==> config.mk <==
export PLATFORM = sky130hd
export DESIGN_NAME = gpioRouter
export DESIGN_NICKNAME = d
export VERILOG_FILES = /design/src/apbPkg.sv /design/src/gpioPkg.sv /design/src/gpioApbDecoder.sv /design/src/gpioPinDriver.sv /design/src/gpioPortRegs.sv /design/src/gpioRouter.sv
export SDC_FILE = /design/constraint.sdc
export NUM_CORES = 1
export LEC_CHECK = 0
export ABC_CLOCK_PERIOD_IN_PS = 13000
export BUFFER_PORTS_ARGS = -buffer_cell sky130_fd_sc_hd__buf_4
export CORE_MARGIN = 5
export CORE_UTILIZATION = 52
export CTS_BUF_LIST = sky130_fd_sc_hd__clkbuf_8
export CTS_CLUSTER_SIZE = 25
export DETAILED_ROUTE_END_ITERATION = 10
export GPL_TIMING_DRIVEN = 0
export PLACE_DENSITY_LB_ADDON = 0.1
export REMOVE_ABC_BUFFERS = 1
export SYNTH_ARGS = -nofsm -noshare
export SYNTH_HDL_FRONTEND = slang
export SYNTH_SLANG_ARGS = --single-unit
export TNS_END_PERCENT = 5
==> constraint.sdc <==
create_clock -name io_apb_PCLK -period 13 [get_ports io_apb_PCLK]
set_input_delay 1.95 -clock io_apb_PCLK [delete_from_list [all_inputs] [get_ports io_apb_PCLK]]
set_output_delay 1.95 -clock io_apb_PCLK [all_outputs]
set_load 0.01 [all_outputs]
==> src/apbPkg.sv <==
`default_nettype none

package apbPkg;

    // bus geometry
    localparam int apbAddrWidth = 16;  // PADDR[15:12] port, PADDR[4:2] slot
    localparam int apbDataWidth = 32;

    // what the requester drives into the slave
    typedef struct packed {
        logic [apbAddrWidth-1:0] paddr;
        logic                    psel;     // single slave select
        logic                    penable;  // high in the access phase
        logic                    pwrite;
        logic [apbDataWidth-1:0] pwdata;
    } apbReq_t;

    // what the slave answers
    typedef struct packed {
        logic                    pready;   // tied high in this design
        logic [apbDataWidth-1:0] prdata;
        logic                    pslverr;
    } apbRsp_t;

endpackage

`default_nettype wire

==> src/gpioPkg.sv <==
`default_nettype none

package gpioPkg;

    // port geometry
    localparam int gpioPinCount = 16;
    localparam int portCount    = 2;                  // port A and port B
    localparam int crPinCount   = gpioPinCount / 2;   // nibbles per CR word
    localparam int lckKeyBit    = gpioPinCount;       // key sits just above the mask

    // register slots, PADDR[4:2]
    localparam logic [2:0] slotCrl  = 3'd0;
    localparam logic [2:0] slotCrh  = 3'd1;
    localparam logic [2:0] slotIdr  = 3'd2;  // read only
    localparam logic [2:0] slotOdr  = 3'd3;
    localparam logic [2:0] slotBsrr = 3'd4;  // write only
    localparam logic [2:0] slotBrr  = 3'd5;  // write only
    localparam logic [2:0] slotLckr = 3'd6;
    localparam logic [2:0] slotRsvd = 3'd7;  // unmapped

    localparam logic [1:0] modeInput = 2'b00;  // any other MODE drives the pad

    // one pin nibble
    typedef struct packed {
        logic [1:0] cnf;   // [1] alt function source, [0] open drain
        logic [1:0] mode;  // 00 input
    } pinCfg_t;

    // a CR word as the bus sees it or as eight pin nibbles
    typedef union packed {
        logic [31:0]              raw;
        pinCfg_t [crPinCount-1:0] pin;  // pin[0] in bits 3:0
    } crWord_u;

    // write request for one port
    typedef struct packed {
        logic        wrEn;   // one cycle, access phase only
        logic [2:0]  slot;
        logic [31:0] wdata;
    } regAccess_t;

    // register contents of one port
    typedef struct packed {
        crWord_u                 crl;   // pins 7:0
        crWord_u                 crh;   // pins 15:8
        logic [gpioPinCount-1:0] odr;
        logic [lckKeyBit:0]      lckr;  // key in the top bit
    } portView_t;

endpackage

`default_nettype wire

==> src/gpioApbDecoder.sv <==
`timescale 1ns/1ns
`default_nettype none

module gpioApbDecoder
    import apbPkg::*;
    import gpioPkg::*;
(
    input  apbReq_t                 req,
    output apbRsp_t                 rsp,
    output regAccess_t              accA,
    output regAccess_t              accB,
    input  portView_t               viewA,
    input  portView_t               viewB,
    input  logic [gpioPinCount-1:0] idrA,
    input  logic [gpioPinCount-1:0] idrB
);

    logic [3:0]              portSel;      // PADDR[15:12]
    logic [2:0]              slot;         // PADDR[4:2]
    logic                    accessPhase;
    logic                    portMapped;
    logic                    hitA;
    logic                    hitB;
    logic                    errFlag;
    logic                    wrLegal;
    portView_t               viewSel;
    logic [gpioPinCount-1:0] idrSel;
    logic [apbDataWidth-1:0] rdWord;

    assign portSel     = req.paddr[15:12];
    assign slot        = req.paddr[4:2];
    assign accessPhase = req.psel & req.penable;

    // only the first portCount ports exist
    assign portMapped = (portSel < 4'(portCount));
    assign hitA       = (portSel == 4'd0);
    assign hitB       = (portSel == 4'd1);

    // slave error cases
    always_comb begin
        errFlag = 1'b0;
        if (accessPhase) begin
            if (!portMapped)
                errFlag = 1'b1;                            // no such port
            else if (slot == slotRsvd)
                errFlag = 1'b1;                            // hole in the map
            else if (req.pwrite && slot == slotIdr)
                errFlag = 1'b1;                            // IDR is read only
        end
    end

    // any error-free write in the access phase reaches a register block
    assign wrLegal = accessPhase & req.pwrite & ~errFlag;

    always_comb begin
        accA.wrEn  = wrLegal & hitA;
        accA.slot  = slot;
        accA.wdata = req.pwdata;
        accB.wrEn  = wrLegal & hitB;
        accB.slot  = slot;
        accB.wdata = req.pwdata;
    end

    // readback source of the addressed port
    assign viewSel = hitB ? viewB : viewA;
    assign idrSel  = hitB ? idrB : idrA;

    always_comb begin
        case (slot)
            slotCrl:  rdWord = viewSel.crl.raw;
            slotCrh:  rdWord = viewSel.crh.raw;
            slotIdr:  rdWord = {{(apbDataWidth-gpioPinCount){1'b0}}, idrSel};
            slotOdr:  rdWord = {{(apbDataWidth-gpioPinCount){1'b0}}, viewSel.odr};
            slotLckr: rdWord = {{(apbDataWidth-lckKeyBit-1){1'b0}}, viewSel.lckr};
            default:  rdWord = '0;                         // BSRR, BRR read zero
        endcase
    end

    always_comb begin
        rsp.pready  = 1'b1;                                // no wait states
        rsp.pslverr = errFlag;
        if (accessPhase && !req.pwrite && !errFlag)
            rsp.prdata = rdWord;
        else
            rsp.prdata = '0;                               // idle, writes, errors
    end

endmodule

`default_nettype wire

==> src/gpioPinDriver.sv <==
`timescale 1ns/1ns
`default_nettype none

module gpioPinDriver
    import gpioPkg::*;
(
    input  logic                    io_apb_PCLK,
    input  logic                    io_apb_PRESET,
    input  portView_t               view,
    input  logic [gpioPinCount-1:0] afio,    // alternate function outputs
    input  logic [gpioPinCount-1:0] padIn,   // raw pad level, asynchronous
    output logic [gpioPinCount-1:0] padOut,
    output logic [gpioPinCount-1:0] padOe,   // 1 drives the pad
    output logic [gpioPinCount-1:0] idr
);

    pinCfg_t [gpioPinCount-1:0] cfg;        // nibble per pin, pin 0 lowest
    logic    [gpioPinCount-1:0] isOutput;
    logic    [gpioPinCount-1:0] openDrain;
    logic    [gpioPinCount-1:0] pinSrc;     // level the pin should show
    logic    [gpioPinCount-1:0] syncStage;  // first synchronizer flop

    // CRH covers the upper eight pins
    assign cfg = {view.crh.pin, view.crl.pin};

    always_comb begin
        for (int i = 0; i < gpioPinCount; i++) begin
            isOutput[i]  = (cfg[i].mode != modeInput);
            openDrain[i] = cfg[i].cnf[0];
            pinSrc[i]    = cfg[i].cnf[1] ? afio[i] : view.odr[i];  // AF or ODR

            if (!isOutput[i]) begin
                padOe[i]  = 1'b0;                  // input, pad floats
                padOut[i] = 1'b0;
            end else if (openDrain[i]) begin
                padOe[i]  = ~pinSrc[i];            // only pull low
                padOut[i] = 1'b0;
            end else begin
                padOe[i]  = 1'b1;                  // push-pull
                padOut[i] = pinSrc[i];
            end
        end
    end

    // two flop synchronizer, sampled in every mode
    always_ff @(posedge io_apb_PCLK or posedge io_apb_PRESET) begin
        if (io_apb_PRESET) begin
            syncStage <= '0;
            idr       <= '0;
        end else begin
            syncStage <= padIn;
            idr       <= syncStage;  // IDR lags padIn by two edges
        end
    end

endmodule

`default_nettype wire

==> src/gpioPortRegs.sv <==
`timescale 1ns/1ns
`default_nettype none

module gpioPortRegs
    import gpioPkg::*;
(
    input  logic       io_apb_PCLK,
    input  logic       io_apb_PRESET,
    input  regAccess_t acc,
    output portView_t  view
);

    // port registers
    crWord_u                 crl;
    crWord_u                 crh;
    logic [gpioPinCount-1:0] odr;
    logic [lckKeyBit:0]      lckr;

    // write side helpers
    crWord_u                 wrWord;     // incoming CR data split per pin
    crWord_u                 crlMerged;
    crWord_u                 crhMerged;
    logic [gpioPinCount-1:0] lockMask;
    logic [gpioPinCount-1:0] loBits;     // ODR set half of BSRR, all of BRR
    logic [gpioPinCount-1:0] hiBits;     // ODR reset half of BSRR
    logic                    lckOpen;

    assign wrWord.raw = acc.wdata;
    assign lockMask   = lckr[gpioPinCount-1:0];
    assign loBits     = acc.wdata[gpioPinCount-1:0];
    assign hiBits     = acc.wdata[2*gpioPinCount-1:gpioPinCount];
    assign lckOpen    = ~lckr[lckKeyBit];  // lock not yet latched

    // per nibble merge, locked pins hold their old config
    always_comb begin
        crlMerged = crl;
        crhMerged = crh;
        for (int i = 0; i < crPinCount; i++) begin
            if (!lockMask[i])
                crlMerged.pin[i] = wrWord.pin[i];
            if (!lockMask[i + crPinCount])
                crhMerged.pin[i] = wrWord.pin[i];  // CRH nibble i is pin i+8
        end
    end

    always_ff @(posedge io_apb_PCLK or posedge io_apb_PRESET) begin
        if (io_apb_PRESET) begin
            crl.raw <= '0;  // all pins input
            crh.raw <= '0;
            odr     <= '0;
            lckr    <= '0;
        end else if (acc.wrEn) begin
            case (acc.slot)
                slotCrl: crl <= crlMerged;
                slotCrh: crh <= crhMerged;
                slotOdr: odr <= loBits;                    // upper half ignored
                slotBsrr: begin
                    // set applied last so it wins over reset
                    odr <= (odr & ~hiBits) | loBits;
                end
                slotBrr: odr <= odr & ~loBits;
                slotLckr: begin
                    // key write latches the mask once, then frozen till reset
                    if (lckOpen && acc.wdata[lckKeyBit])
                        lckr <= acc.wdata[lckKeyBit:0];
                end
                default: ;                                 // IDR and slot 7 never get here
            endcase
        end
    end

    assign view = '{crl: crl, crh: crh, odr: odr, lckr: lckr};

endmodule

`default_nettype wire

==> src/gpioRouter.sv <==
`timescale 1ns/1ns
`default_nettype none

module gpioRouter
    import apbPkg::*;
    import gpioPkg::*;
(
    input  logic                    io_apb_PCLK,
    input  logic                    io_apb_PRESET,
    input  logic [apbAddrWidth-1:0] io_apb_PADDR,
    input  logic                    io_apb_PSEL,
    input  logic                    io_apb_PENABLE,
    input  logic                    io_apb_PWRITE,
    input  logic [apbDataWidth-1:0] io_apb_PWDATA,
    output logic                    io_apb_PREADY,
    output logic [apbDataWidth-1:0] io_apb_PRDATA,
    output logic                    io_apb_PSLVERROR,

    input  logic [gpioPinCount-1:0] afioA,
    input  logic [gpioPinCount-1:0] afioB,
    input  logic [gpioPinCount-1:0] padInA,
    input  logic [gpioPinCount-1:0] padInB,
    output logic [gpioPinCount-1:0] padOutA,
    output logic [gpioPinCount-1:0] padOutB,
    output logic [gpioPinCount-1:0] padOeA,
    output logic [gpioPinCount-1:0] padOeB
);

    apbReq_t                 req;
    apbRsp_t                 rsp;
    regAccess_t              accA;
    regAccess_t              accB;
    portView_t               viewA;
    portView_t               viewB;
    logic [gpioPinCount-1:0] idrA;
    logic [gpioPinCount-1:0] idrB;

    // bus pins into one request word
    assign req = '{paddr:   io_apb_PADDR,
                   psel:    io_apb_PSEL,
                   penable: io_apb_PENABLE,
                   pwrite:  io_apb_PWRITE,
                   pwdata:  io_apb_PWDATA};

    assign io_apb_PREADY    = rsp.pready;
    assign io_apb_PRDATA    = rsp.prdata;
    assign io_apb_PSLVERROR = rsp.pslverr;

    gpioApbDecoder u_decoder (
        .req  (req),
        .rsp  (rsp),
        .accA (accA),
        .accB (accB),
        .viewA(viewA),
        .viewB(viewB),
        .idrA (idrA),
        .idrB (idrB)
    );

    // port A, PADDR[15:12] == 0
    gpioPortRegs u_regsA (
        .io_apb_PCLK  (io_apb_PCLK),
        .io_apb_PRESET(io_apb_PRESET),
        .acc          (accA),
        .view         (viewA)
    );

    gpioPinDriver u_pinsA (
        .io_apb_PCLK  (io_apb_PCLK),
        .io_apb_PRESET(io_apb_PRESET),
        .view         (viewA),
        .afio         (afioA),
        .padIn        (padInA),
        .padOut       (padOutA),
        .padOe        (padOeA),
        .idr          (idrA)
    );

    // port B, PADDR[15:12] == 1
    gpioPortRegs u_regsB (
        .io_apb_PCLK  (io_apb_PCLK),
        .io_apb_PRESET(io_apb_PRESET),
        .acc          (accB),
        .view         (viewB)
    );

    gpioPinDriver u_pinsB (
        .io_apb_PCLK  (io_apb_PCLK),
        .io_apb_PRESET(io_apb_PRESET),
        .view         (viewB),
        .afio         (afioB),
        .padIn        (padInB),
        .padOut       (padOutB),
        .padOe        (padOeB),
        .idr          (idrB)
    );

endmodule

`default_nettype wire

==> impl_metrics.env, run 1 <==
export IMPL_outcome="complete, no violations"
export IMPL_fin_cells=1561
export IMPL_slew_viol_final=0
export IMPL_synth_ff_type="dfrtp_1"
export IMPL_yosys_area_top_type_share_pct=52.3
export IMPL_insertedDiodeCount=0
export IMPL_p_sw_w=0.000401
export IMPL_vias=9151
export IMPL_crit_path_top_delay_cell="nor4b_2"
export IMPL_drt_iter0_markers=611
export IMPL_synthDistinctLibCells=39
export IMPL_start_util_pct=52.8
export IMPL_final_area_um2=15200
export IMPL_power_density_nw_per_um2=110
export IMPL_row_count=56
export IMPL_post_cts_buffers=0
export IMPL_cts_clk_slew_worst_paths_ns=0.06
export IMPL_post_drt_wl_per_cell_um=22.3
export IMPL_combPwrFrac_pct=6.9
export IMPL_grt_max_degree=132
export IMPL_postCtsHoldBufs=0
export IMPL_criticalPathCategory="input pin to output pin"
export IMPL_fin_skew_ns=0.0146
export IMPL_die_w_um=164
export IMPL_die_y_um=164
export IMPL_ys_ff_latch=258
export IMPL_yosysTopAreaCell="dfrtp_1"
export IMPL_grt_pass1_vias=9659
export IMPL_tightest_slew_ns=1.33
export IMPL_h_tree_depth=2
export IMPL_crit_path_max_incr_delay_ns=0.70
export IMPL_synthTopCellsByArea="dfrtp_1 (52%), mux2_2 (18%), mux2i_1 (7.6%)"
export IMPL_portBuffers=204
export IMPL_hold_path_class="flip-flop to flip-flop"
export IMPL_synth_seq_area_share_pct=52.3
export IMPL_ioPinCount=215
export IMPL_synthCells=1012
export IMPL_placedCellCount=1482
export IMPL_cts_buffer_depth=3
export IMPL_multi_input_comb_area_um2=5620
export IMPL_first_pass_iters=5
export IMPL_finalSetupViolations=0
export IMPL_worstSetupStartpointType="input pin"
export IMPL_cp_top_family="buffers and inverters"
export IMPL_path_cells="buf_4 -> nor4b_2 -> buf_4 -> buf_4 -> buf_4 -> buf_4 -> buf_4 -> mux2i_1 -> o22a_1 -> a31oi_1 -> buf_4"
export IMPL_final_util_pct=64.7
export IMPL_overflow=0
export IMPL_cts_sinks=258
export IMPL_cts_buffers_inserted=44
export IMPL_max_cap_viol_count=0
export IMPL_layout_nets=1327
export IMPL_vias_per_cell=5.86
export IMPL_drive_gt1_share_pct=40.3
export IMPL_clk_latency_ns=0.55
export IMPL_cts_root_buffer="clkbuf_8"
export IMPL_drc=0
export IMPL_area_sequential_um2=6460
export IMPL_ant_nets=0
export IMPL_critical_path_buf_inv_count=7
export IMPL_die_area_um2=26900
export IMPL_arrival_ns=4.67
export IMPL_hold_ws_ns=0.339
export IMPL_syn_area_um2=12400
export IMPL_grt_util_all_layers_pct=26.1
export IMPL_synth_warnings=0
export IMPL_postSynthAreaPerCell_um2=12.2
export IMPL_clock_power_share_pct=43.3
export IMPL_sw_frac_of_total_pct=24.0
export IMPL_crit_path_frequent_cell="buf_4"
export IMPL_antenna_found_initial=0
export IMPL_critPathMaxFanout=8
export IMPL_cts_resized=0
export IMPL_cp_end_kind="output pin"
export IMPL_wirelength_um=34900
export IMPL_required_ns=11.05
export IMPL_areaGrowthSynthToFinish_pct=22.7
export IMPL_period_share_pct=50.9
export IMPL_dp_hpwl_um=23400
export IMPL_synthArstFlopShare_pct=100
export IMPL_nFillCells=1918
export IMPL_p_leak_nw=7.31
export IMPL_slew_headroom_pct=11.3
export IMPL_seqPwrFrac_pct=49.9
export IMPL_max_freq_mhz=151
export IMPL_gp_congestion=0.813
export IMPL_rsz0062_at_grt="false"
export IMPL_cts_tree="yes"
export IMPL_synth_edf_count=0
export IMPL_dpl_cell_area_um2=14200
export IMPL_finalHoldViolations=0
export IMPL_ir_worst_vdd_v=0.0000796
export IMPL_grt_pass1_wl_um=54400
export IMPL_p_int_w=0.00127
export IMPL_core_um2=23400
export IMPL_min_period_ns=6.62
export IMPL_finalPower_w=0.00167
==> final timing paths <==
path / start / endpoint / slack (ns) / cells after the start
max: io_apb_PADDR[13] / io_apb_PRDATA[3] / 6.38 / 11
min in group asynchronous: io_apb_PRESET / u_regsB.crh[18]$_DFFE_PP0P_ / 1.56 / 2
max reg2reg: u_regsA.lckr[16]$_DFFE_PP0P_ / u_regsA.lckr[6]$_DFFE_PP0P_ / 11.26 / 3
min reg2reg: u_pinsA.syncStage[4]$_DFF_PP0_ / u_pinsA.idr[4]$_DFF_PP0_ / 0.34 / 0
max in group asynchronous: io_apb_PRESET / u_regsB.crh[8]$_DFFE_PP0P_ / 10.27 / 3
min: u_pinsA.syncStage[4]$_DFF_PP0_ / u_pinsA.idr[4]$_DFF_PP0_ / 0.34 / 0
==> area by class of cell <==
cell class / count / share of cell area [%]
tap: 319 / 2.63
timing repair buffer: 225 / 11.7
sequential: 258 / 42.6
clock inverter: 20 / 0.586
clock buffer: 58 / 5.27
multi-input combinational: 680 / 37.1
inverter: 1 / 0.0743
==> logic make-up after synthesis <==
kind of cell,Yosys count,synth area share (%)
other cells,1,0.0304
mux,288,25.3
compound gates,181,11.5
buf+inv,74,2.44
flops,258,52.3
simple gates,210,8.44
==> routing by layer <==
layer / wire, um / vias to the layer above / track usage (%)
met5: 0 / - / 0
met4: 807 / 0 / 7.70
met3: 2370 / 61 / 5.60
met2: 16300 / 320 / 41.0
met1: 15300 / 4620 / 36.6
li1: - / 4150 / -
==> power by group through the flow <==
stage                     Clock, W  Sequential [W]  Combinational (W)
after floorplan                  0        0.000842          0.0000547
after global placement           0        0.000845           0.000115
after detailed placement         0        0.000846           0.000115
after CTS                 0.000738        0.000831           0.000116
after global routing      0.000777        0.000833           0.000125
final                     0.000721        0.000831           0.000114
==> sequential cells by signal, indices dropped and copies added, names as in the netlist, 17 cells and up <==
name          flops
u_regsA.crh      32
u_regsA.crl      32
u_regsA.lckr     17
u_regsB.crh      32
u_regsB.crl      32
u_regsB.lckr     17
==> cell usage after synthesis, types with 32 or more instances <==
master / instances
nand2_1: 37
nor2_1: 85
mux2i_1: 94
nand3_1: 33
nor3b_1: 33
mux2_2: 194
a22o_1: 32
clkbuf_1: 40
dfrtp_1: 258
a21oi_1: 33
o22a_1: 47
o221ai_1: 32
==> stage by stage <==
step	TNS (ns)	setup WS, ns
5_1_grt	0	6.27
6_report	0	6.38
2_1_floorplan	-161.13	-2.28
3_5_place_dp	0	6.42
4_1_cts	0	6.41
3_3_place_gp	-1039.32	-11.94
==> layout by cell type (no fill, tap or decap), types with 2 or more instances in the layout <==
cell type,n
dfrtp_1,258
buf_4,217
mux2_2,194
mux2i_1,94
nor2_1,84
clkbuf_8,58
o22a_1,47
nand2_1,35
nor3b_1,33
nand3_1,33
a21oi_1,33
o221ai_1,32
a22o_1,32
a21o_1,16
a31oi_1,16
inv_1,13
clkinv_2,5
nand2b_1,4
buf_8,4
nand2_2,2
nand3_2,2
a221oi_1,2
or2_2,2
clkinvlp_4,2
buf_16,2
Note: power is estimated with default switching activity, not from simulation.
==> run 2, diff against run 1 <==
--- a/config.mk
+++ b/config.mk
@@ -5,7 +5,8 @@
 export SDC_FILE = /design/constraint.sdc
 export NUM_CORES = 1
 export LEC_CHECK = 0
-export ABC_CLOCK_PERIOD_IN_PS = 13000
+export ABC_AREA = 1
+export ABC_CLOCK_PERIOD_IN_PS = 6800
 export BUFFER_PORTS_ARGS = -buffer_cell sky130_fd_sc_hd__buf_4
 export CORE_MARGIN = 5
 export CORE_UTILIZATION = 52
==> constraint.sdc (replaced) <==
create_clock -name io_apb_PCLK -period 6.8 [get_ports io_apb_PCLK]
set_input_delay 1.02 -clock io_apb_PCLK [delete_from_list [all_inputs] [get_ports io_apb_PCLK]]
set_output_delay 1.02 -clock io_apb_PCLK [all_outputs]
set_load 0.01 [all_outputs]
==> run 2 against run 1 <==
Synthesized cell count increased by 92%; wire length grew 23%; critical path depth unchanged; area after synthesis increased by 12%; final cell count is 60% higher; combinational power up 140%; power rose by 91%; clock skew shrank 0.0018 ns; first-iteration DRC count rose to 2.7 times the previous value; worst hold slack gained 0.0062 ns; largest power group unchanged; highest routed layer unchanged.
==> impl_metrics.env, run 2 <==
export IMPL_drive_gt1_share_pct=14.1
export IMPL_outcome="complete, no violations"
export IMPL_finalSetupViolations=0
export IMPL_postCtsHoldBufs=0
export IMPL_yosys_area_top_type_share_pct=46.8
export IMPL_rrSetupSlack_ns=4.64
export IMPL_ir_worst_vdd_v=0.000144
export IMPL_multi_input_comb_area_um2=6190
export IMPL_grt_pass1_wl_um=67800
export IMPL_cts_sinks=258
export IMPL_ys_ff_latch=258
export IMPL_slew_viol_final=0
export IMPL_slew_headroom_pct=7.30
export IMPL_grt_max_degree=102
export IMPL_power_density_nw_per_um2=192
export IMPL_critPathMaxFanout=94
export IMPL_portBuffers=204
export IMPL_synthCells=1945
export IMPL_grt_pass1_vias=13192
export IMPL_hold_path_class="flip-flop to flip-flop"
export IMPL_postSynthAreaPerCell_um2=7.10
export IMPL_die_y_um=173
export IMPL_antenna_found_initial=0
export IMPL_cts_buffer_depth=3
export IMPL_core_um2=26100
export IMPL_arrival_ns=3.94
export IMPL_synth_edf_count=0
export IMPL_cts_buffers_inserted=44
export IMPL_dp_hpwl_um=29000
export IMPL_ant_nets=0
export IMPL_cts_root_buffer="clkbuf_8"
export IMPL_vias=13921
export IMPL_drc=0
export IMPL_finalPower_w=0.00319
export IMPL_synthDistinctLibCells=24
export IMPL_max_cap_viol_count=0
export IMPL_clk_latency_ns=0.54
export IMPL_first_pass_iters=6
export IMPL_synth_common_cells="nand2_1 (575), nand3_1 (367), dfrtp_1 (258)"
export IMPL_synth_seq_area_share_pct=46.8
export IMPL_worst_slack_ns=1.84
export IMPL_grt_util_all_layers_pct=27.7
export IMPL_gp_congestion=0.840
export IMPL_synth_warnings=0
export IMPL_cts_clk_slew_worst_paths_ns=0.05
export IMPL_p_leak_nw=8.92
export IMPL_post_drt_wl_per_cell_um=17.2
export IMPL_h_tree_depth=2
export IMPL_cts_resized=0
export IMPL_rsz0062_at_grt="false"
export IMPL_criticalPathCategory="input pin to output pin"
export IMPL_max_freq_mhz=202
export IMPL_start_util_pct=52.8
export IMPL_required_ns=5.78
export IMPL_synthTopCellsByArea="dfrtp_1 (47%), nand2_1 (16%), nand3_1 (13%)"
export IMPL_min_period_ns=4.96
export IMPL_cts_tree="yes"
export IMPL_ioPinCount=215
export IMPL_dpl_cell_area_um2=15700
export IMPL_drt_iter0_markers=1638
export IMPL_fin_skew_ns=0.0129
export IMPL_yosysTopAreaCell="dfrtp_1"
export IMPL_worstSetupStartpointType="input pin"
export IMPL_insertedDiodeCount=0
export IMPL_row_count=59
export IMPL_tightest_slew_ns=1.39
export IMPL_die_area_um2=29900
export IMPL_final_common_cell="nand2_1"
export IMPL_die_w_um=173
export IMPL_yosysMostFrequentCell="nand2_1"
export IMPL_nFillCells=2456
export IMPL_layout_nets=2244
export IMPL_synth_ff_type="dfrtp_1"
export IMPL_overflow=0
export IMPL_post_cts_buffers=0
export IMPL_final_area_um2=16600
export IMPL_pre_cts_slack_ns=1.69
export IMPL_period_share_pct=72.9
export IMPL_areaGrowthSynthToFinish_pct=20.3
export IMPL_wirelength_um=42700
export IMPL_cp_end_kind="output pin"
export IMPL_synthArstFlopShare_pct=100
export IMPL_syn_area_um2=13800
export IMPL_area_sequential_um2=6460
export IMPL_hold_depth=0
export IMPL_rr_worst_depth=4
export IMPL_final_cell_mix="nand2_1 (574), nand3_1 (367), dfrtp_1 (258), inv_1 (221), buf_4 (204)"
export IMPL_finalHoldViolations=0
export IMPL_vias_per_cell=5.59
-- run 2: cell count changes in the layout (fill, tap and decap cells not counted), sizes merged, moves of 85 or more --
cell | previous run | this run
nor2 | 85 | 170
nand2 | 37 | 576
o21ai | 0 | 163
inv | 14 | 225
mux2i | 94 | 0
nand3 | 35 | 368
mux2 | 194 | 0
-- run 2: final timing paths --
check	startpoint	endpoint
worst max-delay path	io_apb_PADDR[15]	io_apb_PRDATA[16]
worst min-delay path	u_pinsA.syncStage[12]$_DFF_PP0_	u_pinsA.idr[12]$_DFF_PP0_
worst max register to register	u_regsA.lckr[16]$_DFFE_PP0P_	u_regsA.lckr[15]$_DFFE_PP0P_
worst min register to register	u_pinsA.syncStage[12]$_DFF_PP0_	u_pinsA.idr[12]$_DFF_PP0_
max in group asynchronous	io_apb_PRESET	u_regsB.crl[31]$_DFFE_PP0P_
min in group asynchronous	io_apb_PRESET	u_pinsB.syncStage[0]$_DFF_PP0_
-- run 2: logic make-up (layout without fill, tap and decap cells) --
kind of cell	count (synthesis)	count (layout)	synth area share, %
compound gates	229	229	8.46
buf+inv	297	508	8.69
flops	258	258	46.8
other cells	1	1	0.0272
simple gates	1160	1160	36.1
-- run 2: per-layer routing --
| metal | vias to the layer above | routed length (um) | GRT usage [%] |
|---|---|---|---|
| met5 | - | 0 | 0 |
| met4 | 0 | 1280 | 9.68 |
| met3 | 104 | 4040 | 4.69 |
| met2 | 695 | 20100 | 45.3 |
| met1 | 6495 | 17300 | 37.7 |
| li1 | 6627 | - | - |
-- run 2: metrics by stage --
| step | std cells | hold WS, ns | util, % | TNS, ns |
|---|---|---|---|---|
| after CTS | 2490 | 0.347 | 63.5 | 0 |
| final | 2491 | 0.345 | 63.6 | 0 |
| after global routing | 2491 | 0.349 | 63.6 | 0 |
| after floorplan | 1858 | 0.331 | - | -490.22 |
| after global placement | 2397 | 0.331 | 58.7 | -2229.08 |
| after detailed placement | 2415 | 0.335 | 60.3 | 0 |
-- run 2: layout make-up --
cell class,count,share of cell area [%]
flip-flops and latches,258,38.9
multi-input cells,1390,37.3
repair buffers,223,11.5
inverters,210,4.79
clock buffers,52,4.31
well taps,335,2.52
clock inverters,23,0.731
-- run 2: report_power, final --
part / total (W) / internal [W] / switching, W
clock network: 0.00134 / 0.000728 / 0.000616
logic: 0.000275 / 0.0000921 / 0.000183
registers: 0.00157 / 0.00156 / 0.00000862
-- run 2: critical path, stage by stage --
cell     delay [ns]
buf_4          0.12
nor2_4         0.59
nand2_4        0.67
buf_12         0.45
inv_1          0.42
nand2_1        0.14
nand3_1        0.12
nand3_1        0.08
nand2_1        0.09
inv_1          0.05
buf_4          0.13
